`src/hdl/lsu_pkg.sv`:
```
// Load/store unit shared types
`default_nettype none

package lsu_pkg;

    // Data and address width.
    localparam int XLEN  = 32;
    // Byte lanes on the data bus.
    localparam int LANES = 4;

    typedef enum logic [1:0] {
        OP_LOAD,
        OP_STORE,
        OP_AMO
    } mem_op_e;

    // Same encoding as instruction bits 13:12.
    typedef enum logic [1:0] {
        SIZE_BYTE = 2'b00,
        SIZE_HALF = 2'b01,
        SIZE_WORD = 2'b10
    } access_size_e;

    // Same encoding as instruction bits 31:29.
    typedef enum logic [2:0] {
        AMO_ADD  = 3'b000,
        AMO_XOR  = 3'b001,
        AMO_OR   = 3'b010,
        AMO_AND  = 3'b011,
        AMO_MIN  = 3'b100,
        AMO_MAX  = 3'b101,
        AMO_MINU = 3'b110,
        AMO_MAXU = 3'b111
    } amo_fn_e;

    typedef enum logic [1:0] {
        FAULT_NONE,
        FAULT_LOAD_ALIGN,
        FAULT_STORE_ALIGN
    } fault_e;

    typedef enum logic [1:0] {
        ST_IDLE,
        ST_ACCESS,
        ST_AMO_MODIFY,
        ST_AMO_WRITE
    } ctrl_state_e;

    typedef struct packed {
        mem_op_e          op;
        access_size_e     size;
        logic             is_signed;
        amo_fn_e          amo_fn;
        logic [XLEN-1:0]  addr;
        logic [XLEN-1:0]  wdata;
    } lsu_req_t;

    typedef struct packed {
        logic [XLEN-1:0]  rdata;
        fault_e           fault;
    } lsu_rsp_t;

    // Word addressed bus request.
    typedef struct packed {
        logic             re;
        logic [LANES-1:0] we;
        logic [XLEN-3:0]  addr;
        logic [XLEN-1:0]  wdata;
    } mem_req_t;

    typedef struct packed {
        logic             ready;
        logic [XLEN-1:0]  rdata;
    } mem_rsp_t;

endpackage

`default_nettype wire

```
`src/hdl/store_lanes.sv`:
```
// Store lane steering
`default_nettype none
`timescale 1ns/1ps

module store_lanes (
    input  wire  lsu_pkg::lsu_req_t            req,
    input  wire  [lsu_pkg::XLEN-1:0]           write_data,
    output logic                               misaligned,
    output logic [lsu_pkg::LANES-1:0]          byte_en,
    output logic [lsu_pkg::XLEN-1:0]           lane_wdata
);
    import lsu_pkg::*;

    access_size_e eff_size;

    // AMOs always move a full word.
    assign eff_size = (req.op == OP_AMO) ? SIZE_WORD : req.size;

    always_comb begin
        misaligned = 1'b0;
        byte_en    = '0;
        lane_wdata = write_data;
        case (eff_size)
            SIZE_BYTE: begin
                byte_en    = LANES'(1) << req.addr[1:0];
                lane_wdata = {LANES{write_data[7:0]}};
            end
            SIZE_HALF: begin
                misaligned = req.addr[0];
                if (req.addr[1]) begin
                    byte_en = 4'b1100;
                end else begin
                    byte_en = 4'b0011;
                end
                lane_wdata = {2{write_data[15:0]}};
            end
            SIZE_WORD: begin
                misaligned = req.addr[1:0] != 2'b00;
                byte_en    = '1;
            end
            default: begin
                // Unsupported size faults instead of hanging the bus.
                misaligned = 1'b1;
            end
        endcase
    end

endmodule

`default_nettype wire

```
`src/hdl/load_extract.sv`:
```
// Load data extraction
`default_nettype none
`timescale 1ns/1ps

module load_extract (
    input  wire  lsu_pkg::lsu_req_t            req,
    input  wire  [lsu_pkg::XLEN-1:0]           word,
    output logic [lsu_pkg::XLEN-1:0]           load_data
);
    import lsu_pkg::*;

    logic [7:0]  sel_byte;
    logic [15:0] sel_half;

    // Pick the addressed lane.
    always_comb begin
        case (req.addr[1:0])
            2'b00:   sel_byte = word[7:0];
            2'b01:   sel_byte = word[15:8];
            2'b10:   sel_byte = word[23:16];
            default: sel_byte = word[31:24];
        endcase
        if (req.addr[1]) begin
            sel_half = word[31:16];
        end else begin
            sel_half = word[15:0];
        end
    end

    // Sign or zero extend.
    always_comb begin
        case (req.size)
            SIZE_BYTE: begin
                load_data = {{(XLEN-8){req.is_signed & sel_byte[7]}}, sel_byte};
            end
            SIZE_HALF: begin
                load_data = {{(XLEN-16){req.is_signed & sel_half[15]}}, sel_half};
            end
            default: begin
                load_data = word;
            end
        endcase
    end

endmodule

`default_nettype wire

```
`src/hdl/amo_alu.sv`:
```
// AMO write value ALU
`default_nettype none
`timescale 1ns/1ps

module amo_alu (
    input  wire  lsu_pkg::amo_fn_e             fn,
    input  wire  [lsu_pkg::XLEN-1:0]           old_val,
    input  wire  [lsu_pkg::XLEN-1:0]           operand,
    output logic [lsu_pkg::XLEN-1:0]           result
);
    import lsu_pkg::*;

    logic            cmp_signed;
    logic [XLEN-1:0] lhs;
    logic [XLEN-1:0] rhs;
    logic [XLEN:0]   diff;
    logic            old_ge;

    // Shared compare for min and max.
    always_comb begin
        cmp_signed = (fn == AMO_MIN) || (fn == AMO_MAX);
        lhs        = old_val;
        rhs        = operand;
        if (cmp_signed) begin
            // Flipping the sign bit turns a signed compare into an unsigned one.
            lhs[XLEN-1] = ~lhs[XLEN-1];
            rhs[XLEN-1] = ~rhs[XLEN-1];
        end
        diff   = {1'b0, lhs} + {1'b0, ~rhs} + 1'b1;
        // Carry out set means old value >= operand.
        old_ge = diff[XLEN];
    end

    always_comb begin
        case (fn)
            AMO_ADD: result = old_val + operand;
            AMO_XOR: result = old_val ^ operand;
            AMO_OR:  result = old_val | operand;
            AMO_AND: result = old_val & operand;
            AMO_MIN, AMO_MINU: begin
                result = old_ge ? operand : old_val;
            end
            AMO_MAX, AMO_MAXU: begin
                result = old_ge ? old_val : operand;
            end
            default: result = old_val;
        endcase
    end

endmodule

`default_nettype wire

```
`src/hdl/lsu_ctrl.sv`:
```
// Load/store unit controller
`default_nettype none
`timescale 1ns/1ps

module lsu_ctrl (
    input  wire                                clk,
    input  wire                                rst,
    input  wire                                req_valid,
    input  wire  lsu_pkg::lsu_req_t            req,
    input  wire                                misaligned,
    input  wire  [lsu_pkg::LANES-1:0]          byte_en,
    input  wire  [lsu_pkg::XLEN-1:0]           lane_wdata,
    input  wire  [lsu_pkg::XLEN-1:0]           load_data,
    input  wire  [lsu_pkg::XLEN-1:0]           amo_result,
    input  wire  lsu_pkg::mem_rsp_t            mem_rsp,
    output lsu_pkg::lsu_req_t                  cur_req,
    output lsu_pkg::mem_req_t                  mem_req,
    output logic                               done,
    output lsu_pkg::lsu_rsp_t                  rsp
);
    import lsu_pkg::*;

    ctrl_state_e     state;
    logic            done_q;
    logic            fault_done;
    logic [XLEN-1:0] rdata_q;
    logic [XLEN-1:0] amo_wdata;

    // A misaligned access ends in its first cycle without touching the bus.
    assign fault_done = (state == ST_ACCESS) && misaligned;

    always_ff @(posedge clk) begin
        if (rst) begin
            state  <= ST_IDLE;
            done_q <= 1'b0;
        end else begin
            done_q <= 1'b0;
            case (state)
                ST_IDLE: begin
                    if (req_valid) begin
                        state <= ST_ACCESS;
                    end
                end
                ST_ACCESS: begin
                    if (misaligned) begin
                        state <= ST_IDLE;
                    end else if (mem_rsp.ready) begin
                        if (cur_req.op == OP_AMO) begin
                            state <= ST_AMO_MODIFY;
                        end else begin
                            state  <= ST_IDLE;
                            done_q <= 1'b1;
                        end
                    end
                end
                ST_AMO_MODIFY: begin
                    state <= ST_AMO_WRITE;
                end
                ST_AMO_WRITE: begin
                    if (mem_rsp.ready) begin
                        state  <= ST_IDLE;
                        done_q <= 1'b1;
                    end
                end
                default: begin
                    state <= ST_IDLE;
                end
            endcase
        end
    end

    // Request, old value and AMO write value.
    always_ff @(posedge clk) begin
        if (state == ST_IDLE && req_valid) begin
            cur_req <= req;
            rdata_q <= '0;
        end
        if (state == ST_ACCESS && !misaligned && mem_rsp.ready) begin
            if (cur_req.op == OP_LOAD) begin
                rdata_q <= load_data;
            end else if (cur_req.op == OP_AMO) begin
                rdata_q <= mem_rsp.rdata;
            end
        end
        if (state == ST_AMO_MODIFY) begin
            amo_wdata <= amo_result;
        end
    end

    always_comb begin
        mem_req = '0;
        if (state == ST_ACCESS && !misaligned) begin
            mem_req.re    = (cur_req.op == OP_LOAD) || (cur_req.op == OP_AMO);
            mem_req.we    = (cur_req.op == OP_STORE) ? byte_en : '0;
            mem_req.addr  = cur_req.addr[XLEN-1:2];
            mem_req.wdata = lane_wdata;
        end else if (state == ST_AMO_WRITE) begin
            // Second half of the read-modify-write.
            mem_req.we    = byte_en;
            mem_req.addr  = cur_req.addr[XLEN-1:2];
            mem_req.wdata = amo_wdata;
        end
    end

    assign done = done_q || fault_done;

    always_comb begin
        rsp.rdata = rdata_q;
        rsp.fault = FAULT_NONE;
        if (fault_done) begin
            rsp.fault = (cur_req.op == OP_LOAD) ? FAULT_LOAD_ALIGN : FAULT_STORE_ALIGN;
        end
    end

endmodule

`default_nettype wire

```
`src/hdl/lsu_top.sv`:
```
// Load/store unit top level
`default_nettype none
`timescale 1ns/1ps

module lsu_top (
    input  wire                                clk,
    input  wire                                rst,
    input  wire                                req_valid,
    input  wire  lsu_pkg::lsu_req_t            req,
    output logic                               done,
    output lsu_pkg::lsu_rsp_t                  rsp,
    output lsu_pkg::mem_req_t                  mem_req,
    input  wire  lsu_pkg::mem_rsp_t            mem_rsp
);
    import lsu_pkg::*;

    lsu_req_t         cur_req;
    logic             misaligned;
    logic [LANES-1:0] byte_en;
    logic [XLEN-1:0]  lane_wdata;
    logic [XLEN-1:0]  load_data;
    logic [XLEN-1:0]  amo_result;

    lsu_ctrl lsu_ctrl_i (
        .clk        (clk),
        .rst        (rst),
        .req_valid  (req_valid),
        .req        (req),
        .misaligned (misaligned),
        .byte_en    (byte_en),
        .lane_wdata (lane_wdata),
        .load_data  (load_data),
        .amo_result (amo_result),
        .mem_rsp    (mem_rsp),
        .cur_req    (cur_req),
        .mem_req    (mem_req),
        .done       (done),
        .rsp        (rsp)
    );

    store_lanes store_lanes_i (
        .req        (cur_req),
        .write_data (cur_req.wdata),
        .misaligned (misaligned),
        .byte_en    (byte_en),
        .lane_wdata (lane_wdata)
    );

    // Bus read data is only sampled in the ready cycle.
    load_extract load_extract_i (
        .req       (cur_req),
        .word      (mem_rsp.rdata),
        .load_data (load_data)
    );

    // Old value comes from the registered response data.
    amo_alu amo_alu_i (
        .fn      (cur_req.amo_fn),
        .old_val (rsp.rdata),
        .operand (cur_req.wdata),
        .result  (amo_result)
    );

endmodule

`default_nettype wire

```
`config.mk`:
```
export PLATFORM = sky130hd
export DESIGN_NAME = lsu_top
export DESIGN_NICKNAME = d
export VERILOG_FILES = /design/src/hdl/lsu_pkg.sv /design/src/hdl/store_lanes.sv /design/src/hdl/load_extract.sv /design/src/hdl/amo_alu.sv /design/src/hdl/lsu_ctrl.sv /design/src/hdl/lsu_top.sv
export SDC_FILE = /design/constraint.sdc
export NUM_CORES = 1
export LEC_CHECK = 0
export BUFFER_PORTS_ARGS = -buffer_cell sky130_fd_sc_hd__buf_4
export CAP_MARGIN = 10
export CELL_PAD_IN_SITES_DETAIL_PLACEMENT = 1
export CELL_PAD_IN_SITES_GLOBAL_PLACEMENT = 2
export CORE_MARGIN = 2
export CORE_UTILIZATION = 30
export CTS_CLUSTER_DIAMETER = 60
export DETAILED_ROUTE_END_ITERATION = 12
export PLACE_DENSITY_LB_ADDON = 0.08
export SLEW_MARGIN = 20
export SYNTH_ARGS = -nofsm -noshare
export SYNTH_HDL_FRONTEND = slang
export SYNTH_SLANG_ARGS = --single-unit
export TNS_END_PERCENT = 100
```
`constraint.sdc`:
```
create_clock -name clk -period 3.2 [get_ports clk]
set_input_delay 0.8 -clock clk [delete_from_list [all_inputs] [get_ports clk]]
set_output_delay 0.8 -clock clk [all_outputs]
set_load 0.01 [all_outputs]
```
==> flow_metrics.py <==
metrics = {
    "logic_synthesis": {
        "syn-mean-instance-area_um2": 8.75,
        "synth.top_cells.by_count": "116 x a21oi_1, 104 x edfxtp_1, 103 x o21ai_0, 96 x nand2_1, 96 x nor2_1",
        "count_of_yosys_warnings_during_synthesis": 0,
        "count_of_flip_flops_with_a_built_in_enable_after_synthesis": 104,
        "async_flop_share": 0,
        "syn-cell-area_um2": 10400,
        "dominantRegCellSynth": "edfxtp_1",
        "yosysMostFrequentCell": "a21oi_1",
        "synthDistinctLibCells": 74,
        "yosys.area.top_type": "edfxtp_1",
        "synth_nets": 1394,
        "synth.ff_latch_count": 139,
        "ys_seq_area_frac": 0.367,
        "synth_top_cells_by_area": "edfxtp_1 30%, ha_1 11%, dfxtp_1 6.7%",
        "syn-instance-count": 1190,
        "yosys.area.top_type_share": 0.300,
    },
    "timing": {
        "maxClockFrequency_mhz": 317,
        "holdWs_ns": 0.524,
        "maxSlewViolCount": 0,
        "timing.final.ws_setup_ns": 0.0428,
        "slew_headroom": 0.438,
        "timing_hold_violations_final": 0,
        "final_period_minus_worst_setup_slack_ns": 3.16,
        "layout_worst_path_cycle_share": 0.987,
        "worstMarginPinSlew_ns": 0.839,
        "unrepaired_setup_endpoints_after_global_routing": "yes",
        "final.setup_skew_ns": 0.0138,
        "timing.final.setup_violations": 0,
    },
    "detailed_routing": {
        "drt_iter0_drc": 738,
        "wl_per_cell_um": 24.1,
        "drt-met1-wl_um": 22400,
        "detail_route.vias_per_cell": 5.25,
        "final_antenna_net_count": 0,
        "totalWireLength_um": 47900,
        "vias": 10418,
        "top_signal_layer_used": "met4",
        "route.met3.wl_um": 3000,
        "detail_route.first_pass.iterations": 5,
        "wl_met2_um": 21600,
        "drcViolationCount": 0,
    },
    "die": {
        "floorplan.io_pins": 210,
        "horizontal_die_dimension_um": 190,
        "rows": 68,
        "core_region_area_um2": 34400,
        "fp.dieH_um": 190,
        "floorplan.initialDensity": 0.303,
        "total_die_area_um2": 36200,
    },
    "clocking": {
        "cts_num_sinks": 139,
        "cts_buffer_depth": 2,
        "clk-insertion-delay-late_ns": 0.45,
        "path_clk_slew_ns": 0.07,
        "cts-htree-levels": 4,
        "cts_root_buffer": "clkbuf_16",
        "cts_hold_buf": 0,
        "numCtsBuffers": 17,
        "tritoncts": "yes",
    },
    "setup_path": {
        "r2r-start": "lsu_ctrl_i.cur_req[11]",
        "regToRegEndpoint": "lsu_ctrl_i.amo_wdata[25]",
        "timing.critical_path.required_ns": 2.40,
        "timing.critical_path.to_type": "output port",
        "endpoint_of_the_worst_setup_timing_path": "mem_req[29]",
        "cp-startpoint": "lsu_ctrl_i.cur_req[68]",
        "startpoint_type": "register",
        "length_in_cells_of_the_worst_reg_to_reg_path": 11,
        "worstPathMaxFanout": 21,
        "reg2reg_setup_slack_ns": 0.09,
        "worstSetupPathType": "register to output port",
        "arrival_ns": 2.36,
    },
    "status": {
        "status": "finished, final reports clean",
    },
    "power_and_ir_drop": {
        "max-vdd-ir-drop_v": 0.000377,
        "share_seq_of_total_power": 0.370,
        "power_leakage_uw": 0.00616,
        "p_comb_frac": 0.289,
        "switching_pwr_uw": 1860,
        "cellInternalPower_uw": 3840,
        "power_frac_clock": 0.342,
        "p_total_uw": 5700,
        "p_sw_frac": 0.326,
        "power_per_cell_area_nw_per_um2": 389,
    },
    "global_routing": {
        "grt_start_max_net_pins": 51,
        "grt_pass1_wl_um": 68400,
        "antenna_found_initial": 2,
        "via_count_of_the_first_global_routing_pass": 10593,
        "grt_remaining_overflow": 0,
        "grtUsageTotal": 0.258,
    },
    "place": {
        "placement_stage_worst_setup_slack_ns": -0.217,
        "routabilityCongestion": 0.893,
        "buffer_ports.inserted": 209,
        "dp_area_um2": 13400,
        "place_hpwl_um": 34800,
    },
    "final_layout": {
        "area.sequential_um2": 3820,
        "area_growth_pct": 40.6,
        "fillers": 4050,
        "multi_input_area_um2": 6260,
        "post-route-cell-area_um2": 14600,
        "layout-drive-gt1-share": 0.321,
        "finalNetCount": 1720,
    },
    "job": {
        "count_of_max_cap_constraint_violations": 0,
    },
    "hold_path": {
        "holdCritPathClass": "primary input to register",
    },
}
[sequential cells by signal, indices dropped and copies added, names as in the netlist, named ones only]
name	flops
lsu_ctrl_i.done_q	1
lsu_ctrl_i.state	1
lsu_ctrl_i.amo_wdata	32
lsu_ctrl_i.cur_req	72
lsu_ctrl_i.rdata_q	32
[worst min path at each step]
stage,depth (start not counted),slack [ns],start,endpoint
2_1_floorplan,2,0.53,lsu_ctrl_i.rdata_q[16],lsu_ctrl_i.rdata_q[16]
3_3_place_gp,2,0.54,lsu_ctrl_i.rdata_q[19],lsu_ctrl_i.rdata_q[19]
3_5_place_dp,2,0.55,lsu_ctrl_i.rdata_q[19],lsu_ctrl_i.rdata_q[19]
4_1_cts,1,0.50,req[31],lsu_ctrl_i.cur_req[31]
5_1_grt,1,0.50,req[31],lsu_ctrl_i.cur_req[31]
6_report,1,0.52,req[29],lsu_ctrl_i.cur_req[29]
[repair_timing]
item | 4_1_cts | 5_1_grt
setup endpoints to repair | 98 | 66
pin swaps | 4 | 12
resized for setup | 20 | 69
gates cloned | 1 | 7
buffers inserted | 4 | 21
[power groups by stage]
stage               logic (uW)  clock network [uW]  registers, uW
global placement          1460                   0           2140
global route              1770                2080           2120
detailed placement        1480                   0           2150
floorplan                  747                   0           2150
CTS                       1520                2010           2110
finish                    1650                1950           2110
[per-stage QoR]
stage	std cells	setup TNS [ns]	utilization
after floorplan	1190	0	-
after CTS	1956	0	0.411
after detailed placement	1919	-4.30	0.390
after global placement	1919	-4.00	0.390
final	1985	0	0.426
after global routing	1984	-0.110	0.426
[kinds of logic (layout without fill, tap and decap cells)]
group / after synthesis / count (layout) / share of synthesized area
xor gates and xnor gates: 23 / 23 / 0.0193
other: 0 / 1 / 0
muxes: 47 / 47 / 0.0464
buffers and inverters: 168 / 506 / 0.0640
adders and majority gates: 96 / 96 / 0.116
and+or+nand+nor: 340 / 341 / 0.158
AOI/OAI and AO/OA: 377 / 377 / 0.229
DFF: 139 / 139 / 0.367
[routing by layer]
layer | up-vias | GRT usage
li1 | 4929 | -
met1 | 5131 | 0.356
met2 | 322 | 0.408
met3 | 36 | 0.0582
met4 | 0 | 0.0632
met5 | - | 0
[layout make-up]
type,instances,share of cell area
clock inverter,12,0.00795
antenna,1,0.000171
tap,455,0.0389
inverter,90,0.0232
multi-input combinational,884,0.428
clock buffer,20,0.0298
timing repair buffer,384,0.211
sequential,139,0.261
[cell usage in the layout, fill, tap and decap left out, types with 5 or more instances in the layout]
master	synthesis	routed
inv_2	2	5
mux2_2	10	10
o21ai_2	0	6
inv_1	87	83
edfxtp_1	104	104
and3_1	15	13
nor3_1	14	13
a22oi_1	13	13
o22ai_1	5	5
nor2b_1	45	42
nand2_1	96	96
buf_4	0	369
xnor2_1	14	14
a21o_1	8	8
and2_1	5	5
a21oi_2	1	6
a211oi_1	9	7
a221oi_1	8	8
a221o_1	5	5
nand2b_1	13	11
a21oi_1	116	110
dfxtp_1	35	35
buf_12	0	8
xor2_1	9	9
o21ai_0	103	76
o2bb2ai_1	13	13
o21ai_1	13	34
o211ai_1	21	21
clkbuf_16	0	22
mux2i_1	37	37
ha_1	95	90
nand3_1	25	25
o31ai_1	8	6
o21a_1	7	7
nor2_1	96	93
nand4_1	8	8
[critical path, stage by stage, from the launching register on]
cell      delay (ns)
edfxtp_1        0.49
buf_12          0.21
o211ai_1        0.69
o21ai_0         0.19
o21ai_1         0.17
buf_4           0.14
No activity file was read; power rests on OpenSTA's default activity.
